$ cat config.mk
export PLATFORM = sky130hd
export DESIGN_NAME = overworldRenderer
export DESIGN_NICKNAME = d
export VERILOG_FILES = /design/src/hw/gamePkg.sv /design/src/hw/videoPkg.sv /design/src/hw/cameraMover.sv /design/src/hw/gameModeFsm.sv /design/src/hw/overworldRenderer.sv /design/src/hw/pixelCompositor.sv /design/src/hw/scanAddrGen.sv /design/src/hw/walkAnimator.sv
export VERILOG_INCLUDE_DIRS = /design/src /design/src/hw
export SDC_FILE = /design/constraint.sdc
export NUM_CORES = 1
export LEC_CHECK = 0
export BUFFER_PORTS_ARGS = -buffer_cell sky130_fd_sc_hd__buf_2
export CAP_MARGIN = 20
export CELL_PAD_IN_SITES_DETAIL_PLACEMENT = 0
export CELL_PAD_IN_SITES_GLOBAL_PLACEMENT = 1
export CORE_AREA = 2 2 172 174
export DETAILED_ROUTE_END_ITERATION = 16
export DIE_AREA = 0 0 174 176
export PLACE_DENSITY_LB_ADDON = 0.15
export SLEW_MARGIN = 25
export SYNTH_ARGS = -nofsm -noshare
export SYNTH_HDL_FRONTEND = slang
export SYNTH_SLANG_ARGS = --single-unit
$ cat constraint.sdc
create_clock -name Clk -period 7.8 [get_ports Clk]
set_input_delay 0 -clock Clk [delete_from_list [all_inputs] [get_ports Clk]]
set_output_delay 0 -clock Clk [all_outputs]
set_load 0.1 [all_outputs]
$ cat src/hw/overworld_defs.svh
`ifndef OVERWORLD_DEFS_SVH
`define OVERWORLD_DEFS_SVH

// Visible scan area
`define SCREEN_W 640
`define SCREEN_H 480

// Sprite box on screen, fixed while the camera scrolls
`define SPRITE_X0 311
`define SPRITE_Y0 340
`define SPRITE_W 19
`define SPRITE_H 29

// Sprite sheet layout
`define SHEET_W 228
`define DIR_STRIDE 57

// One map cell covers 4 by 4 screen pixels
`define MAP_SHIFT 2
`define MAP_W 320
`define MAP_H 240

// Start menu image
`define MENU_Y0 80
`define MENU_Y1 370
`define MENU_ROW 200

// Camera travel limits
`define CAM_MIN_X (-311)
`define CAM_MAX_X 951
`define CAM_MIN_Y (-340)
`define CAM_MAX_Y 594

// Overworld spawn camera position
`define SPAWN_X 100
`define SPAWN_Y 100

// Door and exit, in character coordinates
`define GYM_DOOR_X0 411
`define GYM_DOOR_X1 440
`define GYM_DOOR_Y 420
`define GYM_EXIT_Y 350

// Space bar scancode
`define START_KEY 8'h2C
`define STEP_DELAY 8

`endif

$ cat src/hw/gamePkg.sv
`default_nettype none

`include "overworld_defs.svh"

package gamePkg;

	typedef enum logic [1:0] {
		START,
		OVERWORLD,
		GYM
	} gameMode;

	typedef enum logic [1:0] {
		up,
		right,
		down,
		left
	} walkDir;

	typedef enum logic [1:0] {
		rest1,
		stride1,
		rest2,
		stride2
	} walkPhase;

	typedef struct packed {
		walkDir dir;
		walkPhase phase;
	} animState;

	typedef struct packed {
		logic signed [12:0] x;
		logic signed [12:0] y;
	} camPos;

	// Character sits at a fixed offset from the camera corner
	function automatic camPos charOf(camPos cam);
		camPos pos;
		pos.x = 13'(cam.x + `SPRITE_X0);
		pos.y = 13'(cam.y + `SPRITE_Y0);
		return pos;
	endfunction

endpackage

`default_nettype wire

$ cat src/hw/videoPkg.sv
`default_nettype none

`include "overworld_defs.svh"

package videoPkg;

	// Scan counters run past the visible area during blanking
	localparam int coordW = $clog2((`SCREEN_W > `SCREEN_H) ? `SCREEN_W : `SCREEN_H) + 1;
	localparam int spriteAddrW = 13;
	localparam int mapAddrW = 19;

	typedef struct packed {
		logic [coordW-1:0] drawX;
		logic [coordW-1:0] drawY;
		logic active;
	} scanIn;

	typedef struct packed {
		logic [spriteAddrW-1:0] spriteAddr;
		logic [mapAddrW-1:0] mapAddr;
		logic [mapAddrW-1:0] menuAddr;
		logic [mapAddrW-1:0] collisionAddr;
	} romAddr;

	typedef struct packed {
		logic [3:0] spriteIndex;
		logic [7:0] mapIndex;
		logic [4:0] menuIndex;
		// [0] right, [1] down, [2] left, [3] up
		logic [3:0] collisionBits;
	} romData;

	typedef enum logic [1:0] {
		BLANK,
		MENU,
		MAP,
		SPRITE
	} pixelLayer;

	typedef struct packed {
		pixelLayer layer;
		logic [7:0] index;
	} pixelOut;

endpackage

`default_nettype wire

$ cat src/hw/cameraMover.sv
`timescale 1ns/1ns
`default_nettype none

`include "overworld_defs.svh"

module cameraMover import gamePkg::*; (
	input logic Clk,
	input logic rstN,
	input logic frameTick,
	input logic stepReq,
	input animState anim,
	input logic spawn,
	input camPos spawnPos,
	input logic [3:0] collisionBits,
	output camPos camera,
	output logic [18:0] collisionAddr
);

	camPos charPos;
	logic stepOk;

	assign charPos = charOf(camera);

	// Cell under the character's top left corner
	assign collisionAddr = 19'((charPos.y >>> `MAP_SHIFT) * `MAP_W +
		(charPos.x >>> `MAP_SHIFT));

	always_comb begin
		case (anim.dir)
			up: stepOk = camera.y > `CAM_MIN_Y && !collisionBits[3];
			right: stepOk = camera.x < `CAM_MAX_X && !collisionBits[0];
			down: stepOk = camera.y < `CAM_MAX_Y && !collisionBits[1];
			default: stepOk = camera.x > `CAM_MIN_X && !collisionBits[2];
		endcase
	end

	always_ff @(posedge Clk or negedge rstN) begin
		if (!rstN) begin
			camera <= '0;
		end else if (spawn) begin
			camera <= spawnPos;
		end else if (frameTick && stepReq && stepOk) begin
			case (anim.dir)
				up: camera.y <= camera.y - 13'sd1;
				right: camera.x <= camera.x + 13'sd1;
				down: camera.y <= camera.y + 13'sd1;
				default: camera.x <= camera.x - 13'sd1;
			endcase
		end
	end

endmodule

`default_nettype wire

$ cat src/hw/gameModeFsm.sv
`timescale 1ns/1ns
`default_nettype none

`include "overworld_defs.svh"

module gameModeFsm import gamePkg::*; (
	input logic Clk,
	input logic rstN,
	input logic frameTick,
	input logic [7:0] keycode,
	input camPos camera,
	output gameMode mode,
	output logic spawn,
	output camPos spawnPos
);

	camPos charPos;
	logic atDoor;
	logic atExit;

	assign charPos = charOf(camera);
	assign atDoor = charPos.x > `GYM_DOOR_X0 && charPos.x < `GYM_DOOR_X1 &&
		charPos.y == `GYM_DOOR_Y;
	assign atExit = charPos.y == `GYM_EXIT_Y;

	always_ff @(posedge Clk or negedge rstN) begin
		if (!rstN) begin
			mode <= START;
			spawn <= 1'b0;
		end else begin
			spawn <= 1'b0;
			if (frameTick) begin
				case (mode)
					START: begin
						if (keycode == `START_KEY) begin
							mode <= OVERWORLD;
							spawn <= 1'b1;
						end
					end
					OVERWORLD: begin
						if (atDoor) begin
							mode <= GYM;
							spawn <= 1'b1;
						end
					end
					GYM: begin
						if (atExit) begin
							mode <= OVERWORLD;
							spawn <= 1'b1;
						end
					end
					default: mode <= START;
				endcase
			end
		end
	end

	// Target of the next transition, valid alongside the spawn pulse
	always_ff @(posedge Clk) begin
		if (frameTick) begin
			if (mode == OVERWORLD) begin
				spawnPos <= '0;
			end else begin
				spawnPos.x <= 13'(`SPAWN_X);
				spawnPos.y <= 13'(`SPAWN_Y);
			end
		end
	end

endmodule

`default_nettype wire

$ cat src/hw/overworldRenderer.sv
`timescale 1ns/1ns
`default_nettype none

module overworldRenderer import gamePkg::*, videoPkg::*; (
	input logic Clk,
	input logic rstN,
	input logic frameTick,
	input logic [7:0] keycode,
	input logic moving,
	input walkDir direction,
	input scanIn scan,
	output romAddr rom,
	input romData data,
	output pixelOut pixel
);

	gameMode mode;
	camPos camera;
	camPos spawnPos;
	animState anim;
	logic spawn;
	logic stepReq;
	logic charHere;
	logic inMap;
	logic inMenu;

	gameModeFsm uModeFsm (
		.Clk(Clk),
		.rstN(rstN),
		.frameTick(frameTick),
		.keycode(keycode),
		.camera(camera),
		.mode(mode),
		.spawn(spawn),
		.spawnPos(spawnPos)
	);

	walkAnimator uWalk (
		.Clk(Clk),
		.rstN(rstN),
		.frameTick(frameTick),
		.moving(moving),
		.direction(direction),
		.mode(mode),
		.spawn(spawn),
		.anim(anim),
		.stepReq(stepReq)
	);

	cameraMover uCamera (
		.Clk(Clk),
		.rstN(rstN),
		.frameTick(frameTick),
		.stepReq(stepReq),
		.anim(anim),
		.spawn(spawn),
		.spawnPos(spawnPos),
		.collisionBits(data.collisionBits),
		.camera(camera),
		.collisionAddr(rom.collisionAddr)
	);

	scanAddrGen uScanAddr (
		.scan(scan),
		.camera(camera),
		.anim(anim),
		.spriteAddr(rom.spriteAddr),
		.mapAddr(rom.mapAddr),
		.menuAddr(rom.menuAddr),
		.charHere(charHere),
		.inMap(inMap),
		.inMenu(inMenu)
	);

	pixelCompositor uCompositor (
		.Clk(Clk),
		.rstN(rstN),
		.mode(mode),
		.active(scan.active),
		.charHere(charHere),
		.inMap(inMap),
		.inMenu(inMenu),
		.data(data),
		.pixel(pixel)
	);

endmodule

`default_nettype wire

$ cat src/hw/pixelCompositor.sv
`timescale 1ns/1ns
`default_nettype none

module pixelCompositor import gamePkg::*, videoPkg::*; (
	input logic Clk,
	input logic rstN,
	input gameMode mode,
	input logic active,
	input logic charHere,
	input logic inMap,
	input logic inMenu,
	input romData data,
	output pixelOut pixel
);

	typedef struct packed {
		gameMode mode;
		logic active;
		logic charHere;
		logic inMap;
		logic inMenu;
	} pixelFlags;

	pixelFlags flagsQ;
	pixelOut nextPixel;

	// Line the flags up with the ROM read
	always_ff @(posedge Clk or negedge rstN) begin
		if (!rstN) begin
			flagsQ <= '0;
		end else begin
			flagsQ <= '{mode: mode, active: active, charHere: charHere,
				inMap: inMap, inMenu: inMenu};
		end
	end

	always_comb begin
		nextPixel = '{layer: BLANK, index: 8'd0};
		case (flagsQ.mode)
			START: begin
				if (flagsQ.active && flagsQ.inMenu) begin
					nextPixel = '{layer: MENU, index: 8'(data.menuIndex)};
				end
			end
			OVERWORLD: begin
				// Index 0 of the sprite is transparent
				if (flagsQ.active && flagsQ.inMap) begin
					if (flagsQ.charHere && data.spriteIndex != '0) begin
						nextPixel = '{layer: SPRITE, index: 8'(data.spriteIndex)};
					end else begin
						nextPixel = '{layer: MAP, index: data.mapIndex};
					end
				end
			end
			default: ;
		endcase
	end

	always_ff @(posedge Clk or negedge rstN) begin
		if (!rstN) begin
			pixel <= '{layer: BLANK, index: 8'd0};
		end else begin
			pixel <= nextPixel;
		end
	end

endmodule

`default_nettype wire

$ cat src/hw/scanAddrGen.sv
`timescale 1ns/1ns
`default_nettype none

`include "overworld_defs.svh"

module scanAddrGen import gamePkg::*, videoPkg::*; (
	input scanIn scan,
	input camPos camera,
	input animState anim,
	output logic [spriteAddrW-1:0] spriteAddr,
	output logic [mapAddrW-1:0] mapAddr,
	output logic [mapAddrW-1:0] menuAddr,
	output logic charHere,
	output logic inMap,
	output logic inMenu
);

	logic signed [13:0] worldX;
	logic signed [13:0] worldY;
	logic [11:0] mapCol;
	logic [11:0] mapRow;
	logic [coordW-1:0] boxCol;
	logic [coordW-1:0] boxRow;
	logic [coordW-1:0] menuRow;
	logic [1:0] dirSlot;
	logic [7:0] phaseOff;

	// World pixel under the beam
	assign worldX = $signed({1'b0, scan.drawX}) + camera.x;
	assign worldY = $signed({1'b0, scan.drawY}) + camera.y;
	assign mapCol = 12'(worldX >>> `MAP_SHIFT);
	assign mapRow = 12'(worldY >>> `MAP_SHIFT);

	assign inMap = !worldX[13] && !worldY[13] && mapCol < `MAP_W && mapRow < `MAP_H;
	assign mapAddr = (worldX[13] || worldY[13]) ? '0 :
		mapAddrW'(mapRow * `MAP_W + mapCol);

	assign charHere = scan.drawX >= `SPRITE_X0 && scan.drawX < `SPRITE_X0 + `SPRITE_W &&
		scan.drawY >= `SPRITE_Y0 && scan.drawY < `SPRITE_Y0 + `SPRITE_H;
	assign boxCol = scan.drawX - coordW'(`SPRITE_X0);
	assign boxRow = scan.drawY - coordW'(`SPRITE_Y0);

	// Sheet order is down, left, up, right
	assign dirSlot = 2'(anim.dir + 2'd2);

	always_comb begin
		case (anim.phase)
			stride1: phaseOff = 8'd0;
			stride2: phaseOff = 8'(2 * `SPRITE_W);
			default: phaseOff = 8'(`SPRITE_W);
		endcase
	end

	assign spriteAddr = charHere ? spriteAddrW'(`SHEET_W * boxRow + boxCol +
		dirSlot * `DIR_STRIDE + phaseOff) : '0;

	// Menu image is scaled 3x vertically and 3.2x horizontally
	assign inMenu = scan.drawY >= `MENU_Y0 && scan.drawY <= `MENU_Y1;
	assign menuRow = (scan.drawY - coordW'(`MENU_Y0)) / 3;
	assign menuAddr = inMenu ? mapAddrW'(menuRow * `MENU_ROW + scan.drawX * 10 / 32) : '0;

endmodule

`default_nettype wire

$ cat src/hw/walkAnimator.sv
`timescale 1ns/1ns
`default_nettype none

`include "overworld_defs.svh"

module walkAnimator import gamePkg::*; (
	input logic Clk,
	input logic rstN,
	input logic frameTick,
	input logic moving,
	input walkDir direction,
	input gameMode mode,
	input logic spawn,
	output animState anim,
	output logic stepReq
);

	localparam int delayW = $clog2(`STEP_DELAY);
	localparam animState restDown = '{dir: down, phase: rest1};

	logic [delayW-1:0] delayCnt;
	logic tickLive;
	walkPhase nextPhase;

	assign tickLive = frameTick && mode != START && !spawn;
	assign nextPhase = walkPhase'(anim.phase + 2'd1);

	// Only a walk in the facing direction moves the camera
	assign stepReq = tickLive && moving && direction == anim.dir;

	always_ff @(posedge Clk or negedge rstN) begin
		if (!rstN) begin
			anim <= restDown;
			delayCnt <= '0;
		end else if (spawn) begin
			anim <= restDown;
			delayCnt <= '0;
		end else if (tickLive) begin
			if (!moving) begin
				anim.phase <= rest1;
			end else if (direction != anim.dir) begin
				// Turning costs one tick without a step
				anim.dir <= direction;
				anim.phase <= rest1;
			end else begin
				if (delayCnt == '0) begin
					anim.phase <= nextPhase;
				end
				if (delayCnt == delayW'(`STEP_DELAY - 1)) begin
					delayCnt <= '0;
				end else begin
					delayCnt <= delayCnt + 1'b1;
				end
			end
		end
	end

endmodule

`default_nettype wire

Yosys cells after proc, flatten, opt, wreduce, memory -nomap -nowiden:

Cells that the tools add are included.

* flip-flop bits (word level): 78
* output and inout port bits: 80
* logic and storage cells: 159

* add/subtract/negate cells: 20
* $mul: 6
* divide/modulo/power cells: 1
* order comparisons: 14
* eq/ne operators: 19
* muxes and demuxes: 35
* reduce and logical (&&, ||, !) cells: 48

Operator list (count)
* 26-bit 2-to-1 mux: 2
* 13-bit case mux with 2 select lines: 2
* 13-bit by 10-bit > comparator with 1-bit output (second input constant): 3
* 19-bit 2-to-1 mux: 2
* 32-bit by 2-bit divider with 32-bit output (second input constant): 1
* 12-bit by 13-bit adder with 14-bit output: 2
* 13-bit by 10-bit adder with 13-bit output (second input constant): 2
* 13-bit by 2-bit adder with 13-bit output (second input constant): 2
* 13-bit by 8-bit adder with 13-bit output: 2
* 13-bit by 10-bit == test with 1-bit output (second input constant): 2
* 13-bit by 11-bit < comparator with 1-bit output (second input constant): 2
* 13-bit by 2-bit subtractor with 13-bit output (second input constant): 2
* 11-bit by 9-bit greater-or-equal comparator with 1-bit output (second input constant): 2
* 1-bit logical AND: 22
* 11-bit by 9-bit < comparator with 1-bit output (second input constant): 2
* 11-bit by 9-bit subtractor with 11-bit output (second input constant): 2
* 20-bit 2-to-1 mux: 1
* 10-bit case mux with 2 select lines: 1
* 19-bit by 10-bit adder with 19-bit output: 1
* 19-bit by 11-bit adder with 19-bit output: 1
* 19-bit by 12-bit adder with 19-bit output: 1
* 9-bit 2-to-1 mux: 2
* 11-bit by 5-bit multiplier with 16-bit output (second input constant): 1
* 2-bit 2-to-1 mux: 8
* other kinds (43): 75

Depth between registers and ports, before layout:

* depth after elaboration: 9
* gate-level depth with buffers: 46

Hierarchy:

From an unflattened synthesis, not the netlist that was laid out.

* cells, all modules: 1576
* area total of the unflattened synthesis: 12913.6 µm²

Modules (own cells, without submodules)
* scanAddrGen: times used 1, cells an instance 887, area each 7058.0 µm², sequential area each 0.0 µm²
* cameraMover: times used 1, cells an instance 488, area each 3927.5 µm², sequential area each 650.6 µm²
* gameModeFsm: times used 1, cells an instance 116, area each 899.6 µm², sequential area each 105.1 µm²
* pixelCompositor: times used 1, cells an instance 43, area each 585.6 µm², sequential area each 400.4 µm²
* walkAnimator: times used 1, cells an instance 42, area each 442.9 µm², sequential area each 176.4 µm²

Least setup slack after synthesis:

Ideal clock, no wire load.

* path type: in2out
* from: in scan[5] (netlist bit)
* to: out rom[37] (netlist bit)
* data arrival time: 9.875 ns
* slack: -2.075 ns
* stages: 44
* buffers on the path: 2
* path through: buf_2 -> inv_1 -> ha_1 -> and2b_1 -> nor2_1 -> xor2_1 -> nor2_1 -> nand3_1 -> ha_1 -> buf_2 -> nor3b_1 -> a21oi_1 -> or4_1 -> a211o_1 -> o211a_1 -> nand4_1 -> a211oi_2 -> or4b_4 -> [... 8 more ...] -> ha_1 -> ha_1 -> fa_1 -> ha_1 -> nor2b_1 -> o21ai_0 -> a21boi_0 -> o21ai_0 -> a21oi_1 -> o21ai_0 -> nand2b_1 -> a21o_1 -> a21oi_1 -> xnor2_1 -> nand3_1 -> xor2_1 -> xnor2_1 -> nor2_1

RTL lines
* start: declaration: RTL line overworldRenderer.sv:11 `input scanIn scan,`
* end: declaration: RTL line overworldRenderer.sv:12 `output romAddr rom,`

==> impl_summary.txt <==
----------------------------------------------------
[Min path]
  WHS Endpoint ... uWalk.anim[2]
  Number of cells on the worst hold path ... 3
  Start point of the worst hold path ... direction[0]
  Class of the worst hold path ... in -> reg

[Clock tree]
  Number of buffers inserted during clock tree synthesis ... 5
  CTS clock-pin slew for the worst setup and hold paths ... 0.08 ns
  Clock tree from TritonCTS ... yes
  Clock Root Buffer ... clkbuf_16
  Number of sinks handled by clock tree synthesis ... 53
  H-tree levels ... 2
  Clock latency of the later-clocked register in the worst-skew pair ... 0.30 ns
  Deepest clock path buffer count ... 2

[Cells and area]
  Most common cell after layout, fill and taps aside ... ha_1
  Number of inserted filler cells in the final layout ... 2792
  Most used cells in the layout excluding fill and tap cells ... ha_1, buf_4, inv_1, buf_2, xnor2_1
  Area growth syn-to-layout ... 27.52%
  Share of the core filled with cells ... 52.99%
  Post-route insts no fill ... 2123
  Ratio of cells with drive above 1 in the final layout ... 23.81%
  ANT cells ... 0
  Total number of nets in the final design ... 2064

[Setup path]
  Critical path arrival ... 8.00 ns
  Worst setup path class ... in -> out
  CP most frequent cell ... ha_4
  Reg2reg setup slack ... 3.47 ns
  Depth of the most critical reg-to-reg path ... 18
  Type of element launching the critical path ... input pin
  Required @ worst endpoint ... 7.80 ns
  Library cell contributing the largest single delay on the critical path ... or4b_4
  Reg-to-reg critical path startpoint ... uWalk.anim[3]
  Type of element capturing the critical path ... primary output
  Slowest stage delay, CP ... 0.57 ns
  Crit Reg-Reg Endpoint ... uCamera.camera[25]
  Maximum fanout along the worst path ... 6

[Die]
  # IOs ... 138
  Initial core utilization ... 41.56%
  Die extent in x ... 174 um
  Die area ... 0.03062 mm2
  Die Y-Extent ... 176 um
  Floorplan row count ... 62
  Area of the core region ... 0.02855 mm2

[Timing]
  Ratio of final minimum period to clock period ... 102.6%
  Achievable clock frequency ... 0.1249 GHz
  Final worst-path setup slack ... -0.2040 ns
  Final setup vio count ... 5
  Remaining max-slew budget at the tightest pin ... 33.08%
  Accumulated negative setup slack ... -0.4912 ns
  Min Hold Slack ... 0.009099 ns
  Final Hold Violating Endpoints ... 0
  Skew final ... 0.01055 ns
  Final slew viol count ... 0
  Minimum period implied by the final worst setup slack ... 8.004 ns
  Setup repair after global routing missed its margin ... yes
  Slew of the pin with the lowest slew margin ... 1.004 ns

[Routing]
  Total wire length after detailed routing ... 32.39 mm
  Number of detailed-routing iterations run before antenna repair ... 5
  Residual antenna-violating net count after detailed routing ... 0
  Number of DRC markers in iteration 0 ... 435
  Via count ... 11.10k
  Final routed DRC violation total ... 0
  Routed vias/inst ... 5.228
  Routed WL per cell ... 15.26 um

[Synth]
  Post-synth top area cell ... ha_1
  Most frequently used flop master after synthesis ... dfrtp_1
  Post-synth EDFFs ... 1
  Async set-or-reset flop fraction in the synthesized netlist ... 98.11%
  Yosys warning count ... 0
  Synth top area share ... 24.57%
  Flip-flop and latch count after synthesis ... 53
  Post-Syn Area per Cell ... 8.165 um2
  Synth Cell Area ... 0.01186 mm2
  Portion of the post-synthesis area used by sequential elements ... 11.23%
  Main area contributors after synthesis ... ha_1, dfrtp_1, xnor2_1, fa_1, inv_1
  Distinct cells, synth ... 100
  Cell count after synthesis ... 1453

[GRT]
  Number of antenna violations at the first check in global routing ... 1
  Gr usage total ... 21.38%
  Maximum number of pins on one net before global-route repair ... 53
  Global-route wire length before repair ... 54.20 mm
  Congestion Overflow GR ... 0
  Via count of the first global-routing pass ... 11.27k

[Place]
  Final weighted congestion in routability-driven placement ... 0.8460
  Number of buffer cells added on primary ports ... 137
  Number of instances in the placed design ... 2072
  Hpwl dp ... 26.99 mm

[Outcome]
  Violations in the final reports ... setup timing
  Run status ... finished with violations

[Flow run]
  Number of violations of the max-capacitance limit ... 0

----------------------------------------------------
==> kinds of logic after synthesis <==
logic type / synth area share [%]
buffers and inverters: 6.085
flip-flops: 11.23
XOR/XNOR: 12.19
AND/OR/NAND/NOR: 17.45
AO/OA/AOI/OAI: 21.15
adder cells (fa/ha/maj): 30.56
other: 0.03161
multiplexers: 1.297
==> worst max path at each step <==
stage,startpoint,to,slack [ns]
2_1_floorplan,scan[6],rom[37],-0.37
3_3_place_gp,scan[3],rom[37],-0.40
3_5_place_dp,scan[3],rom[37],-0.54
4_1_cts,scan[9],rom[37],-0.13
5_1_grt,scan[6],rom[37],-0.57
6_report,scan[5],rom[37],-0.20
==> sequential cells by signal, summed over array words and instances, names as in the netlist <==
register and count:
uWalk.delayCnt 3, uWalk.anim 4, uCompositor.pixel 10, uModeFsm.spawn 1
uModeFsm.mode 2, uModeFsm.spawnPos 1, uCamera.camera 26, uCompositor.flagsQ 6
==> metal layers <==
| metal | vias up | track usage [%] | share of wire, % | routed length (um) |
|---|---|---|---|---|
| li1 | 5697 | - | - | - |
| met1 | 5240 | 26.42 | 45 | 14430 |
| met2 | 143 | 41.33 | 52 | 16800 |
| met3 | 20 | 0.8613 | 2.5 | 804 |
| met4 | 0 | 4.097 | 1.1 | 350 |
| met5 | - | 0 | 0 | 0 |
==> timing repair <==
action / in CTS / in global routing
setup buffers: 21 / 6
endpoints found under the setup margin: 8 / 9
hold buffers: 17 / 0
gates resized for setup: 42 / 29
pin swaps: 41 / 25
endpoints found under the hold margin: 64 / 0
==> synthesized netlist by cell type (7+ instances only) <==
| cell | instances |
|---|---|
| nand2_1 | 71 |
| nand3_1 | 25 |
| clkbuf_1 | 19 |
| a21o_1 | 35 |
| o211ai_1 | 10 |
| fa_1 | 35 |
| nand4_1 | 8 |
| mux2i_1 | 12 |
| nand2b_1 | 29 |
| o21bai_1 | 21 |
| and3_1 | 11 |
| a21oi_1 | 98 |
| ha_1 | 233 |
| a21boi_0 | 9 |
| o31ai_1 | 9 |
| inv_1 | 149 |
| o21ai_0 | 83 |
| nor3_1 | 36 |
| xnor2_1 | 118 |
| nand3b_1 | 12 |
| nor4_1 | 8 |
| and2_1 | 25 |
| a31oi_1 | 8 |
| buf_2 | 7 |
| xor2_1 | 42 |
| nor2_1 | 120 |
| o21a_1 | 21 |
| or3_1 | 8 |
| nor2b_1 | 20 |
| dfrtp_1 | 51 |
==> layout make-up <==
cell class / count / area (um2) / share of cell area [%]
clock buffer: 6 / 138.9 / 0.9180
clock inverter: 2 / 16.27 / 0.1075
inverter: 150 / 570.5 / 3.771
multi-input combinational: 1219 / 10330 / 68.27
sequential: 53 / 1333 / 8.808
tap: 384 / 480.5 / 3.176
timing repair buffer: 309 / 2261 / 14.94
==> critical path: cells and delay by family <==
| kind | cells | cell delay, ns |
|---|---|---|
| AO/OA/AOI/OAI | 12 | 2.44 |
| XOR/XNOR | 4 | 0.66 |
| adder cells (fa/ha/maj) | 6 | 1.41 |
| buffers and inverters | 6 | 0.73 |
| AND/OR/NAND/NOR | 14 | 2.72 |
==> metrics by stage <==
step / worst slack, ns / cell area, um2
after floorplan: -0.3715 / 12160
after global placement: -0.3993 / 14310
after detailed placement: -0.5409 / 14310
after CTS: -0.1260 / 14960
after global routing: -0.5733 / 15130
final: -0.2040 / 15130
Power is not shown: default switching activity piles up to over one toggle a cycle in this logic, so the estimate is an artifact.
